**src/common/mm_consts.svh**
```systemverilog
/* Array and matrix sizes, set at compile time
   I_OUTER and W_OUTER must be multiples of BLOCK, INNER at least 2*BLOCK */
`ifndef MM_CONSTS_SVH
`define MM_CONSTS_SVH

`define MM_WIDTH     16 // Q8.8 element
`define MM_FRAC      8
`define MM_BLOCK     2  // Array is BLOCK x BLOCK cells
`define MM_INNER     4  // Shared dimension
`define MM_I_OUTER   4  // Rows of A
`define MM_W_OUTER   4  // Columns of W

`define MM_ROW_TILES (`MM_I_OUTER / `MM_BLOCK)
`define MM_COL_TILES (`MM_W_OUTER / `MM_BLOCK)
`define MM_TILES     (`MM_ROW_TILES * `MM_COL_TILES)

// Full product plus growth over INNER terms
`define MM_ACC_WIDTH (2 * `MM_WIDTH + $clog2(`MM_INNER + 1))

// One buffer word per tile and k
`define MM_A_ADDR_W  $clog2(`MM_ROW_TILES * `MM_INNER)
`define MM_W_ADDR_W  $clog2(`MM_COL_TILES * `MM_INNER)

`endif

```
**src/common/mm_ctrl_pkg.sv**
```systemverilog
/* Control types shared by the sequencer and the array */
`include "mm_consts.svh"

package mm_ctrl_pkg;

    typedef enum logic [1:0] {
        IDLE,
        STREAM, // One read request per cycle
        FLUSH   // Array draining, wait for the last tile
    } ctrl_state_e;

    typedef struct packed {
        logic valid;
        logic first; // k == 0
        logic last;  // k == INNER-1
    } feed_tag_t;

    // Tag rides along with the read latency
    typedef struct packed {
        logic [`MM_A_ADDR_W-1:0] a_addr;
        logic [`MM_W_ADDR_W-1:0] w_addr;
        feed_tag_t               tag;
    } rd_req_t;

endpackage

```
**src/common/mm_data_pkg.sv**
```systemverilog
/* Data types of the datapath
   Elements are signed Q8.8, the accumulator keeps the full-precision sum */
`include "mm_consts.svh"

package mm_data_pkg;

    typedef logic signed [`MM_WIDTH-1:0] elem_t;
    typedef logic signed [`MM_ACC_WIDTH-1:0] acc_t;

    // One buffer word
    // A word at rowtile*INNER+k is column k of that row tile
    // W word at coltile*INNER+k is row k of that column tile
    typedef struct packed {
        elem_t [`MM_BLOCK-1:0] e; // e[0] is lane 0
    } op_vec_t;

    // One output row of a tile, already scaled and saturated
    typedef struct packed {
        elem_t [`MM_BLOCK-1:0] e; // e[j] is column j of the tile
    } res_row_t;

endpackage

```
**src/source/matmul_controller.sv**
```systemverilog
/* Tile sequencer, walks output tiles row-major and k inside each tile
   Requests go out back to back, start is ignored until the run is done */
`timescale 1ns/1ps
`include "mm_consts.svh"

module matmul_controller (
    input  logic                   clk,
    input  logic                   rst_n,
    input  logic                   start,
    input  logic                   done,  // From the drain, last row of last tile
    output logic                   busy,
    output mm_ctrl_pkg::rd_req_t   req,
    output mm_ctrl_pkg::feed_tag_t tag    // Lines up with buffer read data
);

    localparam int K_W  = (`MM_INNER > 1) ? $clog2(`MM_INNER) : 1;
    localparam int RT_W = (`MM_ROW_TILES > 1) ? $clog2(`MM_ROW_TILES) : 1;
    localparam int CT_W = (`MM_COL_TILES > 1) ? $clog2(`MM_COL_TILES) : 1;
    localparam int A_AW = `MM_A_ADDR_W;
    localparam int W_AW = `MM_W_ADDR_W;

    mm_ctrl_pkg::ctrl_state_e state;

    logic [K_W-1:0]  k;
    logic [CT_W-1:0] col_t;
    logic [RT_W-1:0] row_t;
    logic            last_k;
    logic            last_col;
    logic            last_row;
    logic            streaming;

    assign last_k    = (k == K_W'(`MM_INNER - 1));
    assign last_col  = (col_t == CT_W'(`MM_COL_TILES - 1));
    assign last_row  = (row_t == RT_W'(`MM_ROW_TILES - 1));
    assign streaming = (state == mm_ctrl_pkg::STREAM);
    assign busy      = (state != mm_ctrl_pkg::IDLE);

    // Request for the current slice
    always_comb begin
        req.a_addr    = A_AW'(row_t * `MM_INNER + k);
        req.w_addr    = W_AW'(col_t * `MM_INNER + k);
        req.tag.valid = streaming;
        req.tag.first = streaming && (k == '0);
        req.tag.last  = streaming && last_k;
    end

    always_ff @(posedge clk) begin
        if (!rst_n) begin
            state <= mm_ctrl_pkg::IDLE;
            k     <= '0;
            col_t <= '0;
            row_t <= '0;
            tag   <= '0;
        end else begin
            tag <= req.tag; // One cycle, same as the RAM read
            case (state)
                mm_ctrl_pkg::IDLE: begin
                    if (start) begin
                        state <= mm_ctrl_pkg::STREAM; // Counters already at zero
                    end
                end
                mm_ctrl_pkg::STREAM: begin
                    k <= last_k ? '0 : k + 1'b1;
                    if (last_k) begin // Tile fully issued
                        col_t <= last_col ? '0 : col_t + 1'b1;
                        if (last_col) begin
                            row_t <= last_row ? '0 : row_t + 1'b1;
                            if (last_row) begin
                                state <= mm_ctrl_pkg::FLUSH;
                            end
                        end
                    end
                end
                mm_ctrl_pkg::FLUSH: begin
                    if (done) begin
                        state <= mm_ctrl_pkg::IDLE;
                    end
                end
                default: state <= mm_ctrl_pkg::IDLE;
            endcase
        end
    end

    // A start while busy must not restart the walk at tile 0
    a_start_ignored: assert property (@(posedge clk) disable iff (!rst_n)
        (start && busy) |=> !(streaming && k == '0 && col_t == '0 && row_t == '0));

endmodule

```
**src/source/matmul_top.sv**
```systemverilog
/* Tiled Q8.8 matrix multiplier, C = A x W on a BLOCK x BLOCK systolic array
   Buffers must be loaded before start, rows come out with no back-pressure */
`timescale 1ns/1ps
`include "mm_consts.svh"

module matmul_top (
    input  logic                          clk,
    input  logic                          rst_n,
    input  logic                          a_wr,
    input  logic [`MM_A_ADDR_W-1:0]       a_addr,
    input  mm_data_pkg::op_vec_t          a_data,
    input  logic                          w_wr,
    input  logic [`MM_W_ADDR_W-1:0]       w_addr,
    input  mm_data_pkg::op_vec_t          w_data,
    input  logic                          start,
    output logic                          busy,
    output logic                          res_valid,
    output mm_data_pkg::res_row_t         res,
    output logic                          done
);

    localparam int B = `MM_BLOCK;

    mm_ctrl_pkg::rd_req_t   req;
    mm_ctrl_pkg::feed_tag_t rd_tag;
    mm_data_pkg::op_vec_t   a_rd;
    mm_data_pkg::op_vec_t   w_rd;

    mm_data_pkg::elem_t     a_feed [B];
    mm_ctrl_pkg::feed_tag_t t_feed [B];
    mm_data_pkg::elem_t     w_feed [B];

    // Mesh wires, column B and row B are the dangling edge outputs
    mm_data_pkg::elem_t     a_h [B][B+1];
    mm_ctrl_pkg::feed_tag_t t_h [B][B+1];
    mm_data_pkg::elem_t     w_v [B+1][B];
    logic                   cell_valid [B][B];
    mm_data_pkg::acc_t      cell_sum   [B][B];

    operand_buffer #(.ADDR_W(`MM_A_ADDR_W)) u_a_buf (
        .clk, .wr(a_wr), .wr_addr(a_addr), .wr_data(a_data),
        .rd_addr(req.a_addr), .rd_data(a_rd)
    );

    operand_buffer #(.ADDR_W(`MM_W_ADDR_W)) u_w_buf (
        .clk, .wr(w_wr), .wr_addr(w_addr), .wr_data(w_data),
        .rd_addr(req.w_addr), .rd_data(w_rd)
    );

    matmul_controller u_ctrl (
        .clk, .rst_n, .start, .done, .busy, .req, .tag(rd_tag)
    );

    systolic_feeder u_feed (
        .clk, .rst_n, .a_vec(a_rd), .w_vec(w_rd), .tag(rd_tag),
        .a_lane(a_feed), .a_tag(t_feed), .w_lane(w_feed)
    );

    for (genvar i = 0; i < B; i++) begin : g_edge
        assign a_h[i][0] = a_feed[i]; // Left edge
        assign t_h[i][0] = t_feed[i];
        assign w_v[0][i] = w_feed[i]; // Top edge
    end

    for (genvar i = 0; i < B; i++) begin : g_row
        for (genvar j = 0; j < B; j++) begin : g_col
            mac_cell u_cell (
                .clk, .rst_n,
                .a_in(a_h[i][j]), .w_in(w_v[i][j]), .tag_in(t_h[i][j]),
                .a_out(a_h[i][j+1]), .w_out(w_v[i+1][j]), .tag_out(t_h[i][j+1]),
                .sum_valid(cell_valid[i][j]), .sum(cell_sum[i][j])
            );
        end
    end

    systolic_drain u_drain (
        .clk, .rst_n, .sum_valid(cell_valid), .sum(cell_sum),
        .res_valid, .res, .done
    );

endmodule

```
**src/source/operand_buffer.sv**
```systemverilog
/* Simple dual-port RAM of operand vectors, read data one cycle after address
   Read and write to the same address in one cycle returns the old word */
`timescale 1ns/1ps

module operand_buffer #(
    parameter int ADDR_W = 3
) (
    input  logic                  clk,
    input  logic                  wr,
    input  logic [ADDR_W-1:0]     wr_addr,
    input  mm_data_pkg::op_vec_t  wr_data,
    input  logic [ADDR_W-1:0]     rd_addr,
    output mm_data_pkg::op_vec_t  rd_data
);

    mm_data_pkg::op_vec_t mem [2**ADDR_W];

    always_ff @(posedge clk) begin
        if (wr) begin
            mem[wr_addr] <= wr_data; // Host load port
        end
        rd_data <= mem[rd_addr]; // Always reading, idle reads are masked later
    end

endmodule

```
**src/systolic/mac_cell.sv**
```systemverilog
/* Output-stationary processing element
   A slice tagged first restarts the sum, so tiles may follow back to back */
`timescale 1ns/1ps
`include "mm_consts.svh"

module mac_cell (
    input  logic                   clk,
    input  logic                   rst_n,
    input  mm_data_pkg::elem_t     a_in,
    input  mm_data_pkg::elem_t     w_in,
    input  mm_ctrl_pkg::feed_tag_t tag_in,
    output mm_data_pkg::elem_t     a_out,     // To the right neighbour
    output mm_data_pkg::elem_t     w_out,     // To the cell below
    output mm_ctrl_pkg::feed_tag_t tag_out,
    output logic                   sum_valid,
    output mm_data_pkg::acc_t      sum
);

    logic signed [2*`MM_WIDTH-1:0] prod; // Q16.16
    mm_data_pkg::acc_t             acc;

    assign prod = a_in * w_in;
    assign sum  = acc; // Stable for the cycle of sum_valid

    always_ff @(posedge clk) begin
        if (tag_in.valid) begin
            acc <= tag_in.first ? mm_data_pkg::acc_t'(prod)
                                : acc + mm_data_pkg::acc_t'(prod);
        end
        a_out <= a_in;
        w_out <= w_in;
    end

    always_ff @(posedge clk) begin
        if (!rst_n) begin
            tag_out   <= '0;
            sum_valid <= 1'b0;
        end else begin
            tag_out   <= tag_in;
            sum_valid <= tag_in.valid && tag_in.last; // Sum final next cycle
        end
    end

    // Feeder and controller must never mark an empty slot
    a_tag_legal: assert property (@(posedge clk) disable iff (!rst_n)
        (tag_in.first || tag_in.last) |-> tag_in.valid);

endmodule

```
**src/systolic/systolic_drain.sv**
```systemverilog
/* Collects tile sums, floors them to Q8.8 and saturates to 16 bits
   Next snapshot must not arrive before all BLOCK rows are out */
`timescale 1ns/1ps
`include "mm_consts.svh"

module systolic_drain (
    input  logic                    clk,
    input  logic                    rst_n,
    input  logic                    sum_valid [`MM_BLOCK][`MM_BLOCK],
    input  mm_data_pkg::acc_t       sum       [`MM_BLOCK][`MM_BLOCK],
    output logic                    res_valid,
    output mm_data_pkg::res_row_t   res,
    output logic                    done
);

    localparam int B    = `MM_BLOCK;
    localparam int R_W  = (B > 1) ? $clog2(B) : 1;
    localparam int T_W  = (`MM_TILES > 1) ? $clog2(`MM_TILES) : 1;
    localparam mm_data_pkg::acc_t ELEM_MAX = mm_data_pkg::acc_t'(2 ** (`MM_WIDTH - 1) - 1);
    localparam mm_data_pkg::acc_t ELEM_MIN = -ELEM_MAX - 1;

    mm_data_pkg::acc_t     held [B][B]; // Earlier cells finish before the corner
    mm_data_pkg::acc_t     cur  [B][B];
    mm_data_pkg::res_row_t snap [B];
    logic                  snap_fire;
    logic                  emitting;
    logic                  last_row;
    logic                  last_tile;
    logic [R_W-1:0]        row_idx;
    logic [T_W-1:0]        tile_cnt;

    // Arithmetic shift floors, then clamp to the element range
    function automatic mm_data_pkg::elem_t scale_sat(mm_data_pkg::acc_t v);
        mm_data_pkg::acc_t s;
        s = v >>> `MM_FRAC;
        if (s > ELEM_MAX) begin
            return ELEM_MAX[`MM_WIDTH-1:0];
        end else if (s < ELEM_MIN) begin
            return ELEM_MIN[`MM_WIDTH-1:0];
        end
        return s[`MM_WIDTH-1:0];
    endfunction

    assign snap_fire = sum_valid[B-1][B-1]; // Bottom-right cell is always last
    assign last_row  = (row_idx == R_W'(B - 1));
    assign last_tile = (tile_cnt == T_W'(`MM_TILES - 1));

    always_comb begin
        for (int i = 0; i < B; i++) begin
            for (int j = 0; j < B; j++) begin
                cur[i][j] = sum_valid[i][j] ? sum[i][j] : held[i][j];
            end
        end
    end

    always_ff @(posedge clk) begin
        for (int i = 0; i < B; i++) begin
            for (int j = 0; j < B; j++) begin
                if (sum_valid[i][j]) held[i][j] <= sum[i][j];
                if (snap_fire) snap[i].e[j] <= scale_sat(cur[i][j]);
            end
        end
    end

    // Row emission and tile count
    always_ff @(posedge clk) begin
        if (!rst_n) begin
            emitting <= 1'b0;
            row_idx  <= '0;
            tile_cnt <= '0;
        end else if (snap_fire) begin
            emitting <= 1'b1;
            row_idx  <= '0;
        end else if (emitting) begin
            row_idx <= last_row ? '0 : row_idx + 1'b1;
            if (last_row) begin
                emitting <= 1'b0;
                tile_cnt <= last_tile ? '0 : tile_cnt + 1'b1; // Wrap for next run
            end
        end
    end

    assign res_valid = emitting;
    assign res       = snap[row_idx]; // Top row first
    assign done      = emitting && last_row && last_tile;

    // Holds only while INNER >= 2*BLOCK keeps tiles apart in the array
    a_no_overrun: assert property (@(posedge clk) disable iff (!rst_n)
        snap_fire |-> !emitting);

endmodule

```
**src/systolic/systolic_feeder.sv**
```systemverilog
/* Skews the operand slice into a diagonal wavefront
   Lane i leaves i cycles after lane 0, tags travel with the A lanes only */
`timescale 1ns/1ps
`include "mm_consts.svh"

module systolic_feeder (
    input  logic                   clk,
    input  logic                   rst_n,
    input  mm_data_pkg::op_vec_t   a_vec,
    input  mm_data_pkg::op_vec_t   w_vec,
    input  mm_ctrl_pkg::feed_tag_t tag,
    output mm_data_pkg::elem_t     a_lane [`MM_BLOCK],
    output mm_ctrl_pkg::feed_tag_t a_tag  [`MM_BLOCK],
    output mm_data_pkg::elem_t     w_lane [`MM_BLOCK]
);

    for (genvar i = 0; i < `MM_BLOCK; i++) begin : g_lane
        // Stage 0 aligns all lanes, stages 1..i add the skew
        mm_data_pkg::elem_t     a_q [i+1];
        mm_data_pkg::elem_t     w_q [i+1];
        mm_ctrl_pkg::feed_tag_t t_q [i+1];

        always_ff @(posedge clk) begin
            if (!rst_n) begin
                t_q <= '{default: '0};
            end else begin
                t_q[0] <= tag;
                for (int d = 1; d <= i; d++) begin
                    t_q[d] <= t_q[d-1];
                end
            end
        end

        // Idle slots carry zero, stale RAM words never reach the array
        always_ff @(posedge clk) begin
            a_q[0] <= tag.valid ? a_vec.e[i] : '0;
            w_q[0] <= tag.valid ? w_vec.e[i] : '0;
            for (int d = 1; d <= i; d++) begin
                a_q[d] <= a_q[d-1];
                w_q[d] <= w_q[d-1];
            end
        end

        assign a_lane[i] = a_q[i]; // Into row i, column 0
        assign a_tag[i]  = t_q[i];
        assign w_lane[i] = w_q[i]; // Into column i, row 0
    end

endmodule

```
**config.mk**
```make
export PLATFORM = sky130hd
export DESIGN_NAME = matmul_top
export DESIGN_NICKNAME = d
export VERILOG_FILES = /design/src/common/mm_ctrl_pkg.sv /design/src/common/mm_data_pkg.sv /design/src/source/matmul_controller.sv /design/src/source/matmul_top.sv /design/src/source/operand_buffer.sv /design/src/systolic/mac_cell.sv /design/src/systolic/systolic_drain.sv /design/src/systolic/systolic_feeder.sv
export VERILOG_INCLUDE_DIRS = /design/src /design/src/common
export SDC_FILE = /design/constraint.sdc
export NUM_CORES = 2
export LEC_CHECK = 0
export BUFFER_PORTS_ARGS = -buffer_cell sky130_fd_sc_hd__buf_2
export CORE_ASPECT_RATIO = 0.9
export CORE_MARGIN = 1
export CORE_UTILIZATION = 59
export DETAILED_ROUTE_END_ITERATION = 8
export GPL_ROUTABILITY_DRIVEN = 0
export PLACE_DENSITY = 0.78
export SYNTH_ARGS = -nofsm -noshare
export SYNTH_HDL_FRONTEND = slang
export SYNTH_SLANG_ARGS = --single-unit
```
**constraint.sdc**
```tcl
create_clock -name clk -period 8.55 [get_ports clk]
set_input_delay 0.4275 -clock clk [delete_from_list [all_inputs] [get_ports clk]]
set_output_delay 0.4275 -clock clk [all_outputs]
set_load 0.03 [all_outputs]
```
Yosys cells after proc, flatten, opt, wreduce, memory -nomap -nowiden --
Memories as Yosys holds them, arrays and structs flattened. A register that Yosys moved wholly into a read port is not among the register bits. Cells that the tools add are included.
Storage, ports and cells: bits in registers 229, memory bits (writable) 812, bits of input ports 75, memories 8
Operators by class: $add $sub $neg 11, multipliers 4, magnitude comparators 8, eq/ne operators 9, mux-type cells 66, bitwise operators 2, reductions and logical operators 15
Memories:
- u_a_buf.mem | depth 8, width 32, read ports 1, clocked after memory_dff 1, write ports 1, RTL line operand_buffer.sv:16 | mm_data_pkg::op_vec_t mem [2**ADDR_W];
- u_w_buf.mem | depth 8, width 32, read ports 1, clocked after memory_dff 1, write ports 1, RTL line operand_buffer.sv:16
- u_drain.held | depth 2, width 70, read ports 2, clocked after memory_dff 0, write ports 2, RTL line systolic_drain.sv:22 | mm_data_pkg::acc_t held [B][B];
- u_drain.snap | depth 2, width 32, read ports 1, clocked after memory_dff 1, write ports 2, RTL line systolic_drain.sv:24 | mm_data_pkg::res_row_t snap [B];
- u_feed.g_lane[1].a_q | depth 2, width 16, read ports 2, clocked after memory_dff 0, write ports 2, RTL line systolic_feeder.sv:19 | mm_data_pkg::elem_t a_q [i+1];
- u_feed.g_lane[1].w_q | depth 2, width 16, read ports 2, clocked after memory_dff 0, write ports 2, RTL line systolic_feeder.sv:20 | mm_data_pkg::elem_t w_q [i+1];
- +2 memories
Operators by type and width (number):
- 16-bit two-way mux | 20
- 35-bit two-way mux | 8
- 35-bit by 32-bit adder with 35-bit output | 4
- 16-bit by 16-bit multiplier with 32-bit output | 4
- 27-bit by 16-bit greater-than comparator with 1-bit output (second input constant) | 4
- 27-bit by 16-bit < comparator with 1-bit output (second input constant) | 4
- 1-bit two-way mux | 30
- 2-bit two-way mux | 7
- 1-bit logical AND | 7
- 3-bit by 2-bit adder with 3-bit output | 2
- 2-bit equality test (second input constant) | 3
- 2-bit by 1-bit != test with 1-bit output (second input constant) | 3
- 2-bit case mux with 3 select lines | 1
- 3-bit AND reduction | 2
- 5-bit AND reduction | 1
- 2-bit by 1-bit adder with 2-bit output (second input constant) | 2
- 2-bit logical NOT | 2
- 2-bit != test (second input constant) | 2
- 1-bit adder (second input constant) | 3
- 2-bit by 1-bit equality test with 1-bit output (second input constant) | 1
- 1-bit NOT | 2
- 2-bit AND reduction | 1
- 2-bit nonzero test | 1
- 2-bit OR reduction | 1

Logic depth before layout (Yosys ltp) --
An unclocked memory read counts as a cell.
depth after elaboration 8, mapped depth 35

Modules after synthesis --
A second synthesis with hierarchy kept.
Second synthesis, totals: cells, all modules 7723, area, all modules 87303.7 µm²
By module, submodules not included:
- operand_buffer | instances 2, cells an instance 415, area an instance 10466.3 µm², sequential area each 8328.0 µm²
- mac_cell at g_row[0].g_col[0].u_cell | instances 1, cells an instance 1529, area an instance 14072.2 µm², sequential area each 1771.7 µm²
- mac_cell at g_row[0].g_col[1].u_cell | instances 1, cells an instance 1493, area an instance 13879.6 µm², sequential area each 1771.7 µm²
- mac_cell at g_row[1].g_col[0].u_cell | instances 1, cells an instance 1459, area an instance 13728.2 µm², sequential area each 1771.7 µm²
- mac_cell at g_row[1].g_col[1].u_cell | instances 1, cells an instance 1449, area an instance 13591.8 µm², sequential area each 1771.7 µm²
- systolic_drain | instances 1, cells an instance 708, area an instance 7865.0 µm², sequential area each 4184.0 µm²
- systolic_feeder | instances 1, cells an instance 211, area an instance 2792.7 µm², sequential area each 2042.0 µm²
- matmul_controller | instances 1, cells an instance 44, area an instance 441.7 µm², sequential area each 180.2 µm²

Worst setup path before layout --
Ideal clock, no wire load.
path type register -> register, from memory u_feed.g_lane[1].a_q[0][26] (netlist name), to register g_row[1].g_col[0].u_cell.acc[32], data pin, library setup time 0.260 ns, arrival 7.786 ns, path slack 0.504 ns, stages on the path, launching flop included 34, buffers on the path 2, cell sequence dfxtp_1 -> clkbuf_1 -> nand2_1 -> fa_1 -> fa_1 -> fa_1 -> fa_1 -> inv_1 -> fa_1 -> inv_1 -> fa_1 -> inv_1 -> ha_1 -> clkbuf_1 -> nand2_1 -> nor2_1 -> a211oi_1 -> o21ai_1 -> a311o_1 -> a21oi_1 -> o21bai_1 -> a21oi_1 -> xnor2_1 -> ha_1 -> nand2_1 -> nor3_1 -> nand3_1 -> a311oi_1 -> nor3_1 -> o31ai_2 -> nand3_1 -> o21ai_0 -> xor2_1 -> mux2_2
RTL lines:
- start, declared | RTL line systolic_feeder.sv:19
- end signal, assigned | RTL line mac_cell.sv:27 | acc <= tag_in.first ? mm_data_pkg::acc_t'(prod)
- end, declared | RTL line mac_cell.sv:20 | mm_data_pkg::acc_t acc;

Worst setup path in the final report --
from register g_row[0].g_col[1].u_cell.w_out[2], to register g_row[1].g_col[1].u_cell.acc[34], data pin
On the way: cells in the longest elaborated chain, start to end 3
RTL lines:
- start, declared | RTL line mac_cell.sv:13 | output mm_data_pkg::elem_t w_out,
- start signal, assigned | RTL line mac_cell.sv:31 | w_out <= w_in;
- 16-bit by 16-bit multiplier with 32-bit output (*) | RTL line mac_cell.sv:22 | assign prod = a_in * w_in;
- 35-bit by 32-bit adder with 35-bit output | RTL line mac_cell.sv:28 | : acc + mm_data_pkg::acc_t'(prod);
- 35-bit two-way mux (*) | RTL line mac_cell.sv:27
- end signal, assigned | RTL line mac_cell.sv:27
- end, declared | RTL line mac_cell.sv:20
Mark *: on every way between the ends. The rest lies on a longest branch, timed or not. A chain may end at the register's enable or synchronous reset.

==> summary.txt <==
Synthesis
  – Netlist Area Pre-Place: 0.0833 mm2
  – Post-Synthesis Cells: 7352
  – Number of synthesized flops with an enable pin: 716
  – Ys async rst share: 0%
  – Area leader, netlist: edfxtp_1
  – Main synth FF type: edfxtp_1
  – Sequential fraction of the synthesis area: 34.4%
  – Yosys top cell area share: 25.8%
  – Syn_area_per_cell: 11.3 um2
  – Syn Nets: 8964
  – YS warnings: 0
  – Yosys cell types: 85
  – Top cells by area, synth: edfxtp_1 26%, fa_1 25%, dfxtp_1 8.6%, ha_1 7.3%, inv_1 5.8%
  – Seq cells post-synth: 1074

Worst setup path
  – Worst path bufs/invs: 5
  – CP Depth: 32
  – Worst r2r src: g_row[0].g_col[1].u_cell.w_out[2]
  – Setup crit end: g_row[1].g_col[1].u_cell.sum[34]
  – WP data arrival: 8.72 ns
  – CP max FO: 15
  – Crit path max-delay family: adder cells
  – Crit end category: flip-flop
  – R2R depth: 32
  – Startpoint Class: flip-flop
  – Slowest stage cell on the critical path: fa_1
  – Internal reg-to-reg setup slack: 0.26 ns
  – Worst path required time: 8.98 ns
  – CP Launch Point: g_row[0].g_col[1].u_cell.w_out[2]
  – Reg2reg end: g_row[1].g_col[1].u_cell.sum[34]
  – CP dominant cell by count: fa_1
  – Critical Path Max Stage Delay: 0.54 ns
  – Kind of critical path: flip-flop to flip-flop

Floorplan
  – Site row count: 130
  – I/O pins: 110
  – Core Region: 0.140 mm2
  – Starting Density: 59.5%
  – Die footprint: 0.143 mm2
  – Die W: 398 um
  – Die Ht: 358 um

Drt
  – Per-cell routed wire length: 20.1 um
  – Remaining DRCs: 0
  – DRT iter0 DRCs: 3886
  – Vias: 54100
  – Routed vias/inst: 5.69
  – Aggregate routed wire length: 191 mm
  – Post-DRT Antenna Nets: 0
  – Total iterations of the first detailed-routing run: 8

Timing
  – Fmax: 121 MHz
  – Crit share post-route: 97.0%
  – Fin crit period: 8.29 ns
  – Max-slew headroom: 21.8%
  – Clock skew: 0.0874 ns
  – Measured slew at the worst slew-check pin: 1.17 ns
  – Final Hold Fails: 0
  – Worst hold slack: 0.269 ns
  – Slew Viols, Final: 0
  – Setup violations, final: 0

Final layout
  – Area grow syn2layout: 9.65%
  – Most common cell after layout, fill and taps aside: inv_1
  – Commonest cells after routing, fill and taps aside: 1281 x inv_1, 1051 x fa_1, 724 x nand2_1
  – Design area: 0.0913 mm2
  – Layout cells sized above 1: 12.3%
  – Final Net Count: 9175

Flow run
  – Max cap viols: 0

CTS
  – Number of H-tree levels: 3
  – Worst-Skew Late Latency: 0.76 ns
  – Clk slew on worst S/H paths: 0.07 ns
  – Inserted Clock Buffers: 106
  – Clock sink total: 1074
  – CTS tree: yes
  – Clock buffer depth: 3
  – Root Driver: clkbuf_16

Pwr
  – Peak supply drop: 218 uV
  – PwrDens: 140 mW/mm2
  – Overall power: 12.8 mW
  – LEAKAGE: 41.8 nW

GRT
  – Remaining global-route overflow: 0
  – First-pass GRT wire length: 307 mm
  – Vias in the first global route: 57800
  – Largest net degree at the start of global routing: 77
  – Initial antenna violation count: 8
  – GRT Total Usage: 27.5%

Min path
  – Worst min path class: input port to flip-flop

Placement
  – Placed cell area: 0.0866 mm2
  – Port Buffers: 109
  – Hpwl dp: 139 mm

Status
  – Status: finished clean
-- worst register-to-register path: cells and delay by family (launching register included) --
kind            cells  cell delay (ns)
xor+xnor            1             0.10
flops               1             0.36
buf+inv             5             0.38
fa+ha+maj           8             3.64
simple gates        7             1.56
compound gates     11             2.00
-- where the power goes --
part           total, mW  internal [mW]  switching, mW
combinational       2.04          0.896           1.14
sequential          5.93           5.75          0.178
clock               4.86           2.70           2.16
-- routing by layer --
metal / global-route usage, % / wire length [um] / vias to the layer above
met2: 47.1 / 95200 / 1970
met5: 0 / 84 / -
met1: 34.7 / 75000 / 27400
li1: - / - / 24300
met4: 10.7 / 7660 / 14
met3: 4.89 / 13400 / 432
-- per-stage QoR --
stage,cells,utilization (%),worst slack [ns],TNS [ns]
CTS,9491,65.0,0.0121,0
detailed placement,9225,61.9,-0.0819,-0.279
global placement,9225,61.9,0.127,0
floorplan,7352,-,0.504,0
finish,9505,65.3,0.260,0
global route,9505,65.3,-0.0357,-0.144
-- final cells by class --
cell class | instances | area [um2]
inverters | 1284 | 4820
multi-input cells | 4756 | 49300
well taps | 1848 | 2310
clock inverters | 49 | 546
flip-flops and latches | 1074 | 28800
clock buffers | 152 | 3090
repair buffers | 341 | 2460
fillers | 10200 | 48600
diodes | 1 | 2.50
-- logic make-up after synthesis --
group / synth area share (%)
flip-flops: 34.4
adder cells (fa/ha/maj): 32.6
AND/OR/NAND/NOR: 10.9
AO/OA/AOI/OAI: 5.90
multiplexers: 6.63
XOR/XNOR: 2.68
buffers and inverters: 6.86
-- registers in the layout, summed over array words and instances (netlist names), 2 cells and up, named ones only --
name,cells
u_a_buf.mem,256
u_feed.a_tag,3
u_drain.snap,64
u_drain.tile_cnt,2
g_row.g_col.u_cell.tag_out,6
u_feed.g_lane.w_q,48
g_row.g_col.u_cell.sum_valid,3
u_drain.held,108
g_row.g_col.u_cell.w_out,32
g_row.g_col.u_cell.a_out,32
u_a_buf.rd_data,32
u_w_buf.mem,256
u_w_buf.rd_data,32
u_feed.g_lane.a_q,48
g_row.g_col.u_cell.sum,140
u_ctrl.state,2
u_ctrl.tag,3
u_ctrl.k,2
-- cell usage after synthesis, types with 11 or more instances --
cell,instances
mux2i_1,60
clkbuf_1,202
or3_1,11
nor2_1,205
o21ai_0,188
and3_1,26
xor2_1,83
and2_1,567
nand2_1,724
edfxtp_1,716
o21bai_1,34
fa_1,1052
buf_1,32
o31ai_1,18
a31oi_1,31
mux4_2,128
nor2b_1,26
ha_1,485
a21o_1,116
xnor2_1,172
o21a_1,34
mux2_2,181
a211oi_1,19
nand3_1,48
nor4_1,11
a21oi_1,202
nor3_1,49
inv_1,1284
nand2b_1,104
dfxtp_1,358
nand4_1,26
-- how the worst min path moves through the flow --
| stage | depth (start not counted) | start | end | slack [ns] |
|---|---|---|---|---|
| 2_1_floorplan | 0 | u_feed.g_lane[1].a_q[0][0] | u_feed.g_lane[1].a_q[0][16] | 0.31 |
| 3_3_place_gp | 0 | u_feed.g_lane[1].w_q[0][12] | u_feed.g_lane[1].w_q[0][28] | 0.31 |
| 3_5_place_dp | 0 | u_feed.g_lane[1].w_q[0][0] | u_feed.g_lane[1].w_q[0][16] | 0.31 |
| 4_1_cts | 3 | w_addr[2] | u_w_buf.mem[7][29] | 0.23 |
| 5_1_grt | 3 | w_addr[2] | u_w_buf.mem[7][31] | 0.27 |
| 6_report | 3 | w_addr[2] | u_w_buf.mem[7][31] | 0.27 |
-- timing repair --
action,4_1_cts,5_1_grt
endpoints found under the setup margin,6,39
setup buffers,0,13
hold buffers,65,0
hold endpoints to repair,513,0
pin swaps,0,20
resized for setup,10,133
No activity file was read; power rests on OpenSTA's default activity.
